### src/rtl/lc4_pkg.sv
package lc4_pkg;

    // datapath width of the LC4 machine
    parameter int XLEN = 16;

    typedef logic [XLEN-1:0] word_t;
    typedef logic [2:0]      reg_idx_t;

    // one-hot condition code, bit order is N Z P
    typedef logic [2:0]      nzp_t;

    // immediates are carried already extended to a full word
    typedef word_t           imm_t;

    localparam nzp_t NZP_NEG  = 3'b100;
    localparam nzp_t NZP_ZERO = 3'b010;
    localparam nzp_t NZP_POS  = 3'b001;

    // top four instruction bits of the ALU-class groups
    typedef enum logic [3:0] {
        OPC_ARITH   = 4'b0001,
        OPC_LOGIC   = 4'b0101,
        OPC_CONST   = 4'b1001,
        OPC_HICONST = 4'b1101
    } opcode_e;

    // operation carried from decode to the execute stage
    typedef enum logic [3:0] {
        ALU_ADD,
        ALU_SUB,
        ALU_MUL,
        ALU_ADDI,
        ALU_AND,
        ALU_OR,
        ALU_XOR,
        ALU_NOT,
        ALU_ANDI,
        ALU_CONST,
        ALU_HICONST,
        ALU_NOP
    } alu_op_e;

endpackage
### src/rtl/lc4_core.sv
`timescale 1ns/1ps

module lc4_core
    import lc4_pkg::*;
#(
    parameter int QUEUE_DEPTH = 4
) (
    input  logic     gwe,
    input  logic     i_arst_n,
    input  logic     i_insn_valid,
    input  word_t    i_insn,
    output logic     o_insn_ready,
    output logic     o_ret_valid,
    input  logic     i_ret_ready,
    output word_t    o_ret_insn,
    output logic     o_ret_we,
    output reg_idx_t o_ret_wsel,
    output word_t    o_ret_data,
    output nzp_t     o_ret_nzp
);
    // decode to queue
    logic     dec_valid;
    logic     dec_ready;
    word_t    dec_insn;
    alu_op_e  dec_op;
    reg_idx_t dec_rd;
    reg_idx_t dec_rs;
    reg_idx_t dec_rt;
    imm_t     dec_imm;
    logic     dec_we;

    // queue to execute
    logic     iss_valid;
    logic     iss_ready;
    word_t    iss_insn;
    alu_op_e  iss_op;
    reg_idx_t iss_rd;
    reg_idx_t iss_rs;
    reg_idx_t iss_rt;
    imm_t     iss_imm;
    logic     iss_we;

    // register file ports
    reg_idx_t rf_rs;
    reg_idx_t rf_rt;
    word_t    rf_rs_data;
    word_t    rf_rt_data;
    logic     rf_we;
    reg_idx_t rf_wsel;
    word_t    rf_wdata;

    lc4_decode u_decode (
        .gwe          (gwe),
        .i_arst_n     (i_arst_n),
        .i_insn_valid (i_insn_valid),
        .i_insn       (i_insn),
        .o_insn_ready (o_insn_ready),
        .o_dec_valid  (dec_valid),
        .i_dec_ready  (dec_ready),
        .o_dec_insn   (dec_insn),
        .o_dec_op     (dec_op),
        .o_dec_rd     (dec_rd),
        .o_dec_rs     (dec_rs),
        .o_dec_rt     (dec_rt),
        .o_dec_imm    (dec_imm),
        .o_dec_we     (dec_we)
    );

    insn_queue #(
        .QUEUE_DEPTH (QUEUE_DEPTH)
    ) u_queue (
        .gwe          (gwe),
        .i_arst_n     (i_arst_n),
        .i_push_valid (dec_valid),
        .o_push_ready (dec_ready),
        .i_push_insn  (dec_insn),
        .i_push_op    (dec_op),
        .i_push_rd    (dec_rd),
        .i_push_rs    (dec_rs),
        .i_push_rt    (dec_rt),
        .i_push_imm   (dec_imm),
        .i_push_we    (dec_we),
        .o_pop_valid  (iss_valid),
        .i_pop_ready  (iss_ready),
        .o_pop_insn   (iss_insn),
        .o_pop_op     (iss_op),
        .o_pop_rd     (iss_rd),
        .o_pop_rs     (iss_rs),
        .o_pop_rt     (iss_rt),
        .o_pop_imm    (iss_imm),
        .o_pop_we     (iss_we)
    );

    lc4_execute u_execute (
        .gwe          (gwe),
        .i_arst_n     (i_arst_n),
        .i_iss_valid  (iss_valid),
        .o_iss_ready  (iss_ready),
        .i_iss_insn   (iss_insn),
        .i_iss_op     (iss_op),
        .i_iss_rd     (iss_rd),
        .i_iss_rs     (iss_rs),
        .i_iss_rt     (iss_rt),
        .i_iss_imm    (iss_imm),
        .i_iss_we     (iss_we),
        .o_rf_rs      (rf_rs),
        .o_rf_rt      (rf_rt),
        .i_rf_rs_data (rf_rs_data),
        .i_rf_rt_data (rf_rt_data),
        .o_rf_we      (rf_we),
        .o_rf_wsel    (rf_wsel),
        .o_rf_wdata   (rf_wdata),
        .o_ret_valid  (o_ret_valid),
        .i_ret_ready  (i_ret_ready),
        .o_ret_insn   (o_ret_insn),
        .o_ret_we     (o_ret_we),
        .o_ret_wsel   (o_ret_wsel),
        .o_ret_data   (o_ret_data),
        .o_ret_nzp    (o_ret_nzp)
    );

    lc4_regfile u_regfile (
        .gwe       (gwe),
        .i_arst_n  (i_arst_n),
        .i_rs      (rf_rs),
        .i_rt      (rf_rt),
        .o_rs_data (rf_rs_data),
        .o_rt_data (rf_rt_data),
        .i_we      (rf_we),
        .i_wsel    (rf_wsel),
        .i_wdata   (rf_wdata)
    );

endmodule

### src/rtl/lc4_execute.sv
`timescale 1ns/1ps

module lc4_execute
    import lc4_pkg::*;
(
    input  logic     gwe,
    input  logic     i_arst_n,
    input  logic     i_iss_valid,
    output logic     o_iss_ready,
    input  word_t    i_iss_insn,
    input  alu_op_e  i_iss_op,
    input  reg_idx_t i_iss_rd,
    input  reg_idx_t i_iss_rs,
    input  reg_idx_t i_iss_rt,
    input  imm_t     i_iss_imm,
    input  logic     i_iss_we,
    output reg_idx_t o_rf_rs,
    output reg_idx_t o_rf_rt,
    input  word_t    i_rf_rs_data,
    input  word_t    i_rf_rt_data,
    output logic     o_rf_we,
    output reg_idx_t o_rf_wsel,
    output word_t    o_rf_wdata,
    output logic     o_ret_valid,
    input  logic     i_ret_ready,
    output word_t    o_ret_insn,
    output logic     o_ret_we,
    output reg_idx_t o_ret_wsel,
    output word_t    o_ret_data,
    output nzp_t     o_ret_nzp
);
    // execute stage
    logic     x_valid;
    word_t    x_insn;
    alu_op_e  x_op;
    reg_idx_t x_rd;
    reg_idx_t x_rs;
    reg_idx_t x_rt;
    imm_t     x_imm;
    logic     x_we;

    word_t    rs_val;
    word_t    rt_val;
    word_t    alu_result;
    nzp_t     alu_nzp;
    logic     w_advance;

    assign o_rf_rs = x_rs;
    assign o_rf_rt = x_rt;

    // WX bypass, writeback holds the only write not yet in the register file
    assign rs_val = (o_ret_valid && o_ret_we && o_ret_wsel == x_rs) ? o_ret_data : i_rf_rs_data;
    assign rt_val = (o_ret_valid && o_ret_we && o_ret_wsel == x_rt) ? o_ret_data : i_rf_rt_data;

    always_comb begin
        case (x_op)
            ALU_ADD:     alu_result = rs_val + rt_val;
            ALU_SUB:     alu_result = rs_val - rt_val;
            ALU_MUL:     alu_result = rs_val * rt_val;
            ALU_ADDI:    alu_result = rs_val + x_imm;
            ALU_AND:     alu_result = rs_val & rt_val;
            ALU_OR:      alu_result = rs_val | rt_val;
            ALU_XOR:     alu_result = rs_val ^ rt_val;
            ALU_NOT:     alu_result = ~rs_val;
            ALU_ANDI:    alu_result = rs_val & x_imm;
            ALU_CONST:   alu_result = x_imm;
            ALU_HICONST: alu_result = {x_imm[7:0], rs_val[7:0]};
            default:     alu_result = '0;
        endcase
    end

    // condition code follows the signed result
    always_comb begin
        if (alu_result[XLEN-1]) begin
            alu_nzp = NZP_NEG;
        end else if (alu_result == '0) begin
            alu_nzp = NZP_ZERO;
        end else begin
            alu_nzp = NZP_POS;
        end
    end

    assign w_advance   = ~o_ret_valid | i_ret_ready;
    assign o_iss_ready = ~x_valid | w_advance;

    always_ff @(posedge gwe or negedge i_arst_n) begin
        if (!i_arst_n) begin
            x_valid     <= 1'b0;
            o_ret_valid <= 1'b0;
        end else begin
            if (o_iss_ready) begin
                x_valid <= i_iss_valid;
            end
            if (w_advance) begin
                o_ret_valid <= x_valid;
            end
        end
    end

    always_ff @(posedge gwe) begin
        if (o_iss_ready && i_iss_valid) begin
            x_insn <= i_iss_insn;
            x_op   <= i_iss_op;
            x_rd   <= i_iss_rd;
            x_rs   <= i_iss_rs;
            x_rt   <= i_iss_rt;
            x_imm  <= i_iss_imm;
            x_we   <= i_iss_we;
        end
        if (w_advance && x_valid) begin
            o_ret_insn <= x_insn;
            o_ret_we   <= x_we;
            o_ret_wsel <= x_rd;
            o_ret_data <= alu_result;
            o_ret_nzp  <= alu_nzp;
        end
    end

    // commit happens on the retire handshake
    assign o_rf_we    = o_ret_valid & o_ret_we & i_ret_ready;
    assign o_rf_wsel  = o_ret_wsel;
    assign o_rf_wdata = o_ret_data;

endmodule

### src/rtl/insn_queue.sv
`timescale 1ns/1ps

module insn_queue
    import lc4_pkg::*;
#(
    parameter int QUEUE_DEPTH = 4
) (
    input  logic     gwe,
    input  logic     i_arst_n,
    input  logic     i_push_valid,
    output logic     o_push_ready,
    input  word_t    i_push_insn,
    input  alu_op_e  i_push_op,
    input  reg_idx_t i_push_rd,
    input  reg_idx_t i_push_rs,
    input  reg_idx_t i_push_rt,
    input  imm_t     i_push_imm,
    input  logic     i_push_we,
    output logic     o_pop_valid,
    input  logic     i_pop_ready,
    output word_t    o_pop_insn,
    output alu_op_e  o_pop_op,
    output reg_idx_t o_pop_rd,
    output reg_idx_t o_pop_rs,
    output reg_idx_t o_pop_rt,
    output imm_t     o_pop_imm,
    output logic     o_pop_we
);
    localparam int PTR_W   = $clog2(QUEUE_DEPTH);
    localparam int ENTRY_W = $bits(word_t) + $bits(alu_op_e) + 3 * $bits(reg_idx_t)
                           + $bits(imm_t) + 1;

    logic [ENTRY_W-1:0] mem [QUEUE_DEPTH];
    logic [PTR_W-1:0]   wr_ptr;
    logic [PTR_W-1:0]   rd_ptr;
    logic [PTR_W:0]     count;
    logic [3:0]         pop_op_bits;
    logic               push;
    logic               pop;

    assign o_push_ready = (count != QUEUE_DEPTH[PTR_W:0]);
    assign o_pop_valid  = (count != '0);
    assign push         = i_push_valid & o_push_ready;
    assign pop          = o_pop_valid & i_pop_ready;

    // head entry is read straight out of the array
    assign {o_pop_insn, pop_op_bits, o_pop_rd, o_pop_rs, o_pop_rt,
            o_pop_imm, o_pop_we} = mem[rd_ptr];
    assign o_pop_op = alu_op_e'(pop_op_bits);

    always_ff @(posedge gwe) begin
        if (push) begin
            mem[wr_ptr] <= {i_push_insn, i_push_op, i_push_rd, i_push_rs, i_push_rt,
                            i_push_imm, i_push_we};
        end
    end

    // pointers wrap on their own since the depth is a power of two
    always_ff @(posedge gwe or negedge i_arst_n) begin
        if (!i_arst_n) begin
            wr_ptr <= '0;
            rd_ptr <= '0;
            count  <= '0;
        end else begin
            if (push) begin
                wr_ptr <= wr_ptr + 1'b1;
            end
            if (pop) begin
                rd_ptr <= rd_ptr + 1'b1;
            end
            if (push && !pop) begin
                count <= count + 1'b1;
            end else if (pop && !push) begin
                count <= count - 1'b1;
            end
        end
    end

endmodule

### src/rtl/lc4_decode.sv
`timescale 1ns/1ps

module lc4_decode
    import lc4_pkg::*;
(
    input  logic     gwe,
    input  logic     i_arst_n,
    input  logic     i_insn_valid,
    input  word_t    i_insn,
    output logic     o_insn_ready,
    output logic     o_dec_valid,
    input  logic     i_dec_ready,
    output word_t    o_dec_insn,
    output alu_op_e  o_dec_op,
    output reg_idx_t o_dec_rd,
    output reg_idx_t o_dec_rs,
    output reg_idx_t o_dec_rt,
    output imm_t     o_dec_imm,
    output logic     o_dec_we
);
    opcode_e    opcode;
    logic [2:0] sub_op;
    alu_op_e    op_next;
    reg_idx_t   rs_next;
    imm_t       imm_next;
    logic       we_next;
    logic       accept;

    assign opcode = opcode_e'(i_insn[15:12]);
    assign sub_op = i_insn[5:3];

    always_comb begin
        op_next  = ALU_NOP;
        rs_next  = i_insn[8:6];
        imm_next = '0;
        we_next  = 1'b1;
        case (opcode)
            OPC_ARITH: begin
                // sub_op 1xx selects the imm5 form
                case (sub_op)
                    3'b000:  op_next = ALU_ADD;
                    3'b001:  op_next = ALU_MUL;
                    3'b010:  op_next = ALU_SUB;
                    3'b011:  we_next = 1'b0;
                    default: op_next = ALU_ADDI;
                endcase
                imm_next = {{(XLEN-5){i_insn[4]}}, i_insn[4:0]};
            end
            OPC_LOGIC: begin
                case (sub_op)
                    3'b000:  op_next = ALU_AND;
                    3'b001:  op_next = ALU_NOT;
                    3'b010:  op_next = ALU_OR;
                    3'b011:  op_next = ALU_XOR;
                    default: op_next = ALU_ANDI;
                endcase
                imm_next = {{(XLEN-5){i_insn[4]}}, i_insn[4:0]};
            end
            OPC_CONST: begin
                op_next  = ALU_CONST;
                imm_next = {{(XLEN-9){i_insn[8]}}, i_insn[8:0]};
            end
            OPC_HICONST: begin
                // old rd value supplies the low byte
                op_next  = ALU_HICONST;
                rs_next  = i_insn[11:9];
                imm_next = {8'h00, i_insn[7:0]};
            end
            default: we_next = 1'b0;
        endcase
    end

    // single entry, refilled when empty or drained this cycle
    assign o_insn_ready = ~o_dec_valid | i_dec_ready;
    assign accept       = i_insn_valid & o_insn_ready;

    always_ff @(posedge gwe or negedge i_arst_n) begin
        if (!i_arst_n) begin
            o_dec_valid <= 1'b0;
        end else if (o_insn_ready) begin
            o_dec_valid <= i_insn_valid;
        end
    end

    always_ff @(posedge gwe) begin
        if (accept) begin
            o_dec_insn <= i_insn;
            o_dec_op   <= op_next;
            o_dec_rd   <= i_insn[11:9];
            o_dec_rs   <= rs_next;
            o_dec_rt   <= i_insn[2:0];
            o_dec_imm  <= imm_next;
            o_dec_we   <= we_next;
        end
    end

endmodule

### src/rtl/lc4_regfile.sv
`timescale 1ns/1ps

module lc4_regfile
    import lc4_pkg::*;
(
    input  logic     gwe,
    input  logic     i_arst_n,
    input  reg_idx_t i_rs,
    input  reg_idx_t i_rt,
    output word_t    o_rs_data,
    output word_t    o_rt_data,
    input  logic     i_we,
    input  reg_idx_t i_wsel,
    input  word_t    i_wdata
);
    word_t regs [8];

    // reads see the old value during a write, the execute stage bypasses
    assign o_rs_data = regs[i_rs];
    assign o_rt_data = regs[i_rt];

    always_ff @(posedge gwe or negedge i_arst_n) begin
        if (!i_arst_n) begin
            for (int i = 0; i < 8; i++) begin
                regs[i] <= '0;
            end
        end else if (i_we) begin
            regs[i_wsel] <= i_wdata;
        end
    end

endmodule

### config.mk
export PLATFORM = sky130hd
export DESIGN_NAME = lc4_core
export DESIGN_NICKNAME = d
export VERILOG_FILES = /design/src/rtl/lc4_pkg.sv /design/src/rtl/lc4_core.sv /design/src/rtl/lc4_execute.sv /design/src/rtl/insn_queue.sv /design/src/rtl/lc4_decode.sv /design/src/rtl/lc4_regfile.sv
export SDC_FILE = /design/constraint.sdc
export NUM_CORES = 1
export LEC_CHECK = 0
export BUFFER_PORTS_ARGS = -buffer_cell sky130_fd_sc_hd__buf_4
export CORE_ASPECT_RATIO = 2
export CORE_MARGIN = 3
export CORE_UTILIZATION = 58
export CTS_CLUSTER_SIZE = 10
export DETAILED_ROUTE_END_ITERATION = 8
export HOLD_SLACK_MARGIN = 0.03
export MAX_ROUTING_LAYER = met4
export PLACE_DENSITY = 0.86
export SLEW_MARGIN = 0
export SYNTH_ARGS = -nofsm -noshare
export SYNTH_HDL_FRONTEND = slang
export SYNTH_SLANG_ARGS = --single-unit
### constraint.sdc
create_clock -name gwe -period 6.77 [get_ports gwe]
set_input_delay 0 -clock gwe [delete_from_list [all_inputs] [get_ports gwe]]
set_output_delay 0 -clock gwe [all_outputs]
set_load 0.005 [all_outputs]
==> metrics.txt, run 1 <==
status complete, but fails checks; failing checks negative setup slack; top post-synthesis cells by area edfxtp_1 31%, dfrtp_1 15%, mux4_2 9.2%, mux2_2 7.3%, fa_1 7.2%; critical path arrival 7.82 ns; Yosys top cell area share 30.99%; proportion of layout cells with a drive suffix above 1 a little under two fifths; CP required about 7 ns; synthesized area about 23000 sq um; Hold Path Class primary input to asynchronous set/reset pin; Final nets about 2300; WL per Instance about 30 um; FILL cells approximately 2500; FF+latch count, synth 372; Post-synth EDFFs about 230; Post-synth ARST share between 30% and 40%; Initial Utilization between 50% and 60%; YS warnings 0; FP Rows 101; setup ws final -0.7577 ns; Die ar. 41640 sq um; slowest CP cell o211ai_1; Area growth, synth to finish 22.48%; DR iter-0 viols 1418; Final Skew between 0.03 and 0.04 ns; ys flop type edfxtp_1; final setup vio count 8; most frequent CP cell fa_1; CP peak stage delay between 0.6 and 0.7 ns; ANT nets after route 0; Synth Area in Simple Gates around 8.2%; largest net degree at the start of global routing 79; IO Count around 60; CTS sink count 372; Distinct cells, synth 83; combinational family with the most area after synthesis multiplexers; Total Routing Usage GR a little under 40%; worst slew pin tran between 1 and 1.5 ns; H-tree depth 2; Min Clock Period, post-route approximately 7.5 ns; first-pass GRT wire length 116300 um; number of global-route vias before repair about 18000; TritonCTS Buffers 44; RSZ-0062 raised after global routing true; placed inst area ~25000 sq um; R2R setup slack -0.76 ns; Synth Area per Inst roughly 13 sq um; 1st-pass router iterations 6; Seq/Total Area, Yosys between 40% and 50%; critical path's top delay family adder cells; worst path bufs/invs 7; Rel. slew slack 14.73%; routability cong. between 1 and 1.5; Vias roughly 17000; adder-cell area share of the yosys netlist about an eighth; Final Cell Area ~28000 sq um; Synth Instances roughly 1800; DRT Wirelength 79510 um; Clock Latency Late Sink a little under 0.6 ns; core area between 30000 and 40000 sq um; area leader, netlist edfxtp_1; DR DRC count 0; xor/xnor cell area share of the yosys netlist around 2.3%; initial antenna violation count 1; Die Y ~290 um; chip width about 150 um; Hold Fails Final Rpt 0; mux cell area share after synthesis roughly a fifth; grt ovf 0; Max-Cap Viols 0; critical path launch point type flop; Vias/cell between 6 and 7; Slew Viols, Final 0; Clock Tree Root clkbuf_16; multi-input logic area between 10000 and 15000 sq um; critical path fanouts, max 5; Reg area between 10000 and 15000 sq um; Clock Tree Buf Depth 3; post-synthesis compound-gate area fraction under 10%; syn_nets slightly below 2000; dpl hpwl approximately 59000 um; Worst-path clk slew about 0.060 ns; post-route clock period utilization 111.2%; critical path endpoint category flop; CTS tree yes; WS Path Type flop to flop; worst hold margin 0.06890 ns; Max Fclk between 0.1 and 0.15 GHz; PortBufs 60
==> worst register-to-register path: cells and delay by family, from the launching register on <==
family / cells / cell delay (ns)
xor gates and xnor gates: 1 / 0.16
DFF: 1 / 0.43
buffers and inverters: 7 / 0.71
adders and majority gates: 8 / 2.78
and+or+nand+nor: 4 / 0.66
AOI/OAI and AO/OA: 5 / 1.35
muxes: 3 / 1.15
==> Yosys cell counts (all sizes together), types with 6 or more instances <==
cell,number
a211oi,8
a21o,11
a21oi,70
a22oi,11
a31oi,9
and2,15
and3,13
buf,34
clkbuf,63
dfrtp,138
edfxtp,234
fa,82
ha,92
inv,153
mux2,149
mux2i,39
mux4,95
nand2,119
nand2b,21
nand3,16
nand3b,7
nand4,8
nor2,129
nor2b,12
nor3,16
nor4,7
o211ai,12
o21ai,68
o21bai,6
o221ai,7
or2,10
or4,6
xnor2,38
xor2,8
==> per-stage QoR <==
step	utilization [%]	setup slack, ns	setup TNS [ns]	cells
floorplan	-	-0.1487	-0.1487	1774
global placement	66.37	-0.6259	-2.972	2503
detailed placement	66.37	-0.6620	-3.779	2503
CTS	71.89	-0.5562	-2.500	2628
global route	72.51	-0.9110	-4.526	2640
finish	72.52	-0.7577	-3.098	2641
==> path summary, 6_finish.rpt <==
kind	from	endpoint	depth (start not counted)
setup / recovery	u_execute.o_rf_rs[0]	u_execute.o_ret_nzp[1]	28
min in group gwe	i_insn[10]	u_decode.o_dec_rd[1]	2
setup reg to reg	u_execute.o_rf_rs[0]	u_execute.o_ret_nzp[1]	28
hold reg to reg	u_execute.x_insn[11]	u_execute.o_ret_insn[11]	0
max in group asynchronous	i_arst_n	u_regfile.regs[29]	3
hold / removal	i_arst_n	u_regfile.regs[69]	2
==> state kept, by name (all words and copies together) (netlist names), 4 cells and up <==
name	cells
u_execute.o_ret_data	16
u_execute.o_ret_insn	14
u_regfile.regs	128
u_decode.o_dec_insn	12
u_execute.x_op	4
u_decode.o_dec_op	4
u_queue.mem	132
u_execute.x_insn	16
u_decode.o_dec_imm	9
u_execute.x_imm	9
==> cells by family (layout without fill, tap and decap cells) <==
family / Yosys count / in the layout
multiplexers: 283 / 283
buffers and inverters: 254 / 604
XOR/XNOR: 51 / 51
AO/OA/AOI/OAI: 247 / 247
adder cells (fa/ha/maj): 176 / 176
other: 0 / 2
flip-flops: 372 / 372
AND/OR/NAND/NOR: 391 / 391
==> per-layer routing <==
layer  global-route usage, %  wire length [um]  share of wire, %
met4                   36.31              9837                12
met2                   69.48             41590                52
met1                   35.91             23560                30
met5                       -                 0                 0
met3                   6.625              4522               5.7
==> layout make-up <==
| class | instances | area share [%] |
|---|---|---|
| antenna | 2 | 0.01802 |
| clock buffer | 67 | 4.276 |
| clock inverter | 7 | 0.3875 |
| inverter | 157 | 2.190 |
| multi-input combinational | 1148 | 41.69 |
| sequential | 372 | 37.75 |
| tap | 515 | 2.321 |
| timing repair buffer | 373 | 11.37 |
==> layout by cell type (no fill, tap or decap), types with 23 or more instances in the layout <==
| master | netlist | final |
|---|---|---|
| a21oi_1 | 65 | 58 |
| buf_4 | 5 | 312 |
| buf_6 | 9 | 25 |
| clkbuf_1 | 62 | 23 |
| clkbuf_16 | 0 | 44 |
| dfrtp_1 | 138 | 137 |
| edfxtp_1 | 234 | 234 |
| fa_1 | 82 | 75 |
| ha_1 | 92 | 79 |
| inv_1 | 148 | 128 |
| inv_2 | 5 | 24 |
| mux2_2 | 147 | 139 |
| mux4_2 | 93 | 94 |
| nand2_1 | 119 | 116 |
| nor2_1 | 129 | 121 |
| o21ai_0 | 65 | 63 |
| xnor2_1 | 37 | 31 |
==> timing repair <==
item                       CTS  global route
hold buffers                19             0
gates cloned                 1             0
resized for setup           82            50
setup buffers               33            13
setup endpoints to repair    9            11
pin swaps                   40            36
hold endpoints to repair   113             0
Power of run 1 is not shown: default switching activity piles up to over one toggle a cycle in this logic, so the estimate is an artifact.
==> run 2: changes to the inputs <==
--- a/config.mk
+++ b/config.mk
@@ -13,7 +13,7 @@
 export DETAILED_ROUTE_END_ITERATION = 8
 export HOLD_SLACK_MARGIN = 0.03
 export MAX_ROUTING_LAYER = met4
-export PLACE_DENSITY = 0.86
+export PLACE_DENSITY = 0.78
 export SLEW_MARGIN = 0
 export SYNTH_ARGS = -nofsm -noshare
 export SYNTH_HDL_FRONTEND = slang
==> run 2 against run 1 <==
Effect of this change: the flow still finishes with violations (negative setup slack); highest routed layer unchanged; final cell count is 0.11% higher; register-to-register slack better by 0.06 ns; via count is 1.1% higher; count of clock-buffer cells in the layout is 9 lower; core utilization is 0.63 points higher; clock skew is 0.0084 ns lower; cell area is 0.87% higher; fmax is 0.77% higher; flip-flop and latch count stayed put.
==> metrics.txt, run 2 (synthesis gave the netlist of run 1 again) <==
number of global-route vias before repair 18428 (was 18134); Final Util 73.15% (was 72.52%); Initial Utilization 59.21% (unchanged); Min Clock Period, post-route 7.470 ns (was 7.528 ns); most common cell after layout, fill and taps aside buf_4 (unchanged); CTS sink count 372 (unchanged); failing checks negative setup slack (unchanged); Final nets 2306 (was 2290); register with the most flip-flops u_queue.mem (unchanged); critical path launch point type flop (unchanged); R2R cell count 30 (was 28); Total Routing Usage GR 39.70% (was 39.63%); most frequent cells in the layout 330 x buf_4, 234 x edfxtp_1, 137 x dfrtp_1, 136 x mux2_2, 125 x inv_1 (was 312 x buf_4, 234 x edfxtp_1, 139 x mux2_2, 137 x dfrtp_1, 128 x inv_1); PortBufs 60 (unchanged); DRT Wirelength 80680 um (was 79510 um); Max-Cap Viols 0 (unchanged); RSZ-0062 raised after global routing true (unchanged); Max Fclk 0.1339 GHz (was 0.1328 GHz); most frequent CP cell fa_1 (unchanged); Clock Tree Root clkbuf_16 (unchanged); critical path endpoint category flop (unchanged); H-tree depth 2 (unchanged); WL per Instance 30.51 um (was 30.10 um); CP peak stage delay 0.57 ns (was 0.67 ns); Vias 17034 (was 16842); Area growth, synth to finish 23.54% (was 22.48%); first-pass GRT wire length 116800 um (was 116300 um); CP startpoint u_execute.x_insn[1] (was u_execute.o_rf_rs[0]); core area 38290 sq um (unchanged); max FFs per register 132 (unchanged); CP required 7.09 ns (was 7.07 ns); Worst-path clk slew 0.06 ns (about the same); R2R setup slack -0.70 ns (was -0.76 ns); status complete, but fails checks (unchanged); largest net degree at the start of global routing 81 (was 79); chip width 145.8 um (unchanged); CTS tree yes (unchanged); grt ovf 0 (unchanged); WS Path Type flop to flop (unchanged); IO Count 61 (unchanged); Vias/cell 6.443 (was 6.377); initial antenna violation count 0 (was 1); Clock Tree Buf Depth 3 (unchanged); DR DRC count 0 (unchanged); worst slew pin tran 1.187 ns (was 1.279 ns); routability cong. 1.132 (was 1.067); Die ar. 41640 sq um (unchanged); final setup vio count 9 (was 8); critical path fanouts, max 6 (was 5); placed inst area 25440 sq um (was 25410 sq um); dpl hpwl 59080 um (was 59450 um); proportion of layout cells with a drive suffix above 1 38.14% (was 36.68%); reg2reg end u_execute.o_ret_nzp[1] (unchanged); Final Skew 0.02698 ns (was 0.03536 ns); DR iter-0 viols 1117 (was 1418); Rel. slew slack 20.87% (was 14.73%); ANT nets after route 0 (unchanged); critical path arrival 7.79 ns (was 7.82 ns); Slew Viols, Final 0 (unchanged); Final Cell Area 28010 sq um (was 27770 sq um); reg2reg start u_execute.x_insn[1] (was u_execute.o_rf_rs[0]); Clock Latency Late Sink 0.57 ns (was 0.58 ns); TritonCTS Buffers 43 (was 44); CP endpoint u_execute.o_ret_nzp[1] (unchanged); n_diodes 0 (was 2); Hold Path Class primary input to flop (was primary input to asynchronous set/reset pin); Largest regs u_queue.mem (132), u_regfile.regs (128) (unchanged); Die Y 285.6 um (unchanged); 1st-pass router iterations 5 (was 6); Hold Fails Final Rpt 0 (unchanged); Hold Startpoint i_insn[2]; slowest CP cell fa_1 (was o211ai_1); FP Rows 101 (unchanged); post-route clock period utilization 110.3% (was 111.2%); setup TNS after final layout -3.973 ns (was -3.098 ns); setup ws final -0.7001 ns (was -0.7577 ns)
run 2: cell count changes in the layout (fill, tap and decap cells not counted), sizes merged, moves of 2 or more:
cell	delta
buf	+14
clkinvlp	+3
dlygate4sd3	+2
clkinv	-4
diode	-2
clkbuf	-8
run 2: worst max-delay path, delay by kind of cell (launching register included):
kind	cells	cell delay [ns]
DFF	1	0.41
muxes	3	0.94
buffers and inverters	9	1.04
and+or+nand+nor	3	0.43
adders and majority gates	7	2.93
xor gates and xnor gates	1	0.45
AOI/OAI and AO/OA	7	1.02
run 2: worst min path at each step:
stage                                        end  slack (ns)  cells past startpoint
after global placement          u_queue.count[0]        0.02                      1
after CTS                   u_decode.o_dec_rt[1]        0.16                      2
final                     u_decode.o_dec_insn[2]        0.17                      2
after detailed placement        u_queue.count[0]        0.01                      1
after global routing      u_decode.o_dec_insn[2]        0.17                      2
after floorplan             u_decode.o_dec_valid       -0.30                      0
run 2: timing repair:
action / 4_1_cts / 5_1_grt
hold endpoints to repair: 94 / 0
endpoints found under the setup margin: 10 / 10
setup buffers: 30 / 28
resized for setup: 107 / 52
gates cloned: 2 / 1
hold buffers: 21 / 0
pin swaps: 46 / 40
run 2: per-layer routing:
metal / wire length, um / vias to the layer above / global-route usage, %
met5: 0 / - / -
met4: 10060 / 0 / 37.47
met3: 4810 / 445 / 6.356
li1: - / 7100 / -
met1: 23790 / 8585 / 35.98
met2: 42020 / 904 / 69.26
run 2: layout make-up:
class | instances | area [sq um]
fillers | 2446 | 10280
clock inverters | 4 | 57.56
flip-flops and latches | 372 | 10480
well taps | 515 | 644.4
repair buffers | 390 | 3292
clock buffers | 58 | 1154
inverters | 157 | 614.3
multi-input cells | 1148 | 11770
run 2: per-stage QoR:
stage	setup slack (ns)	cells	hold WS, ns
CTS	-0.5166	2622	0.1592
global route	-0.8255	2644	0.1676
global placement	-0.7692	2509	0.01540
detailed placement	-0.8268	2509	0.01260
floorplan	-0.1487	1774	-0.2956
finish	-0.7001	2644	0.1719
Power of run 2 is left out for the same reason.
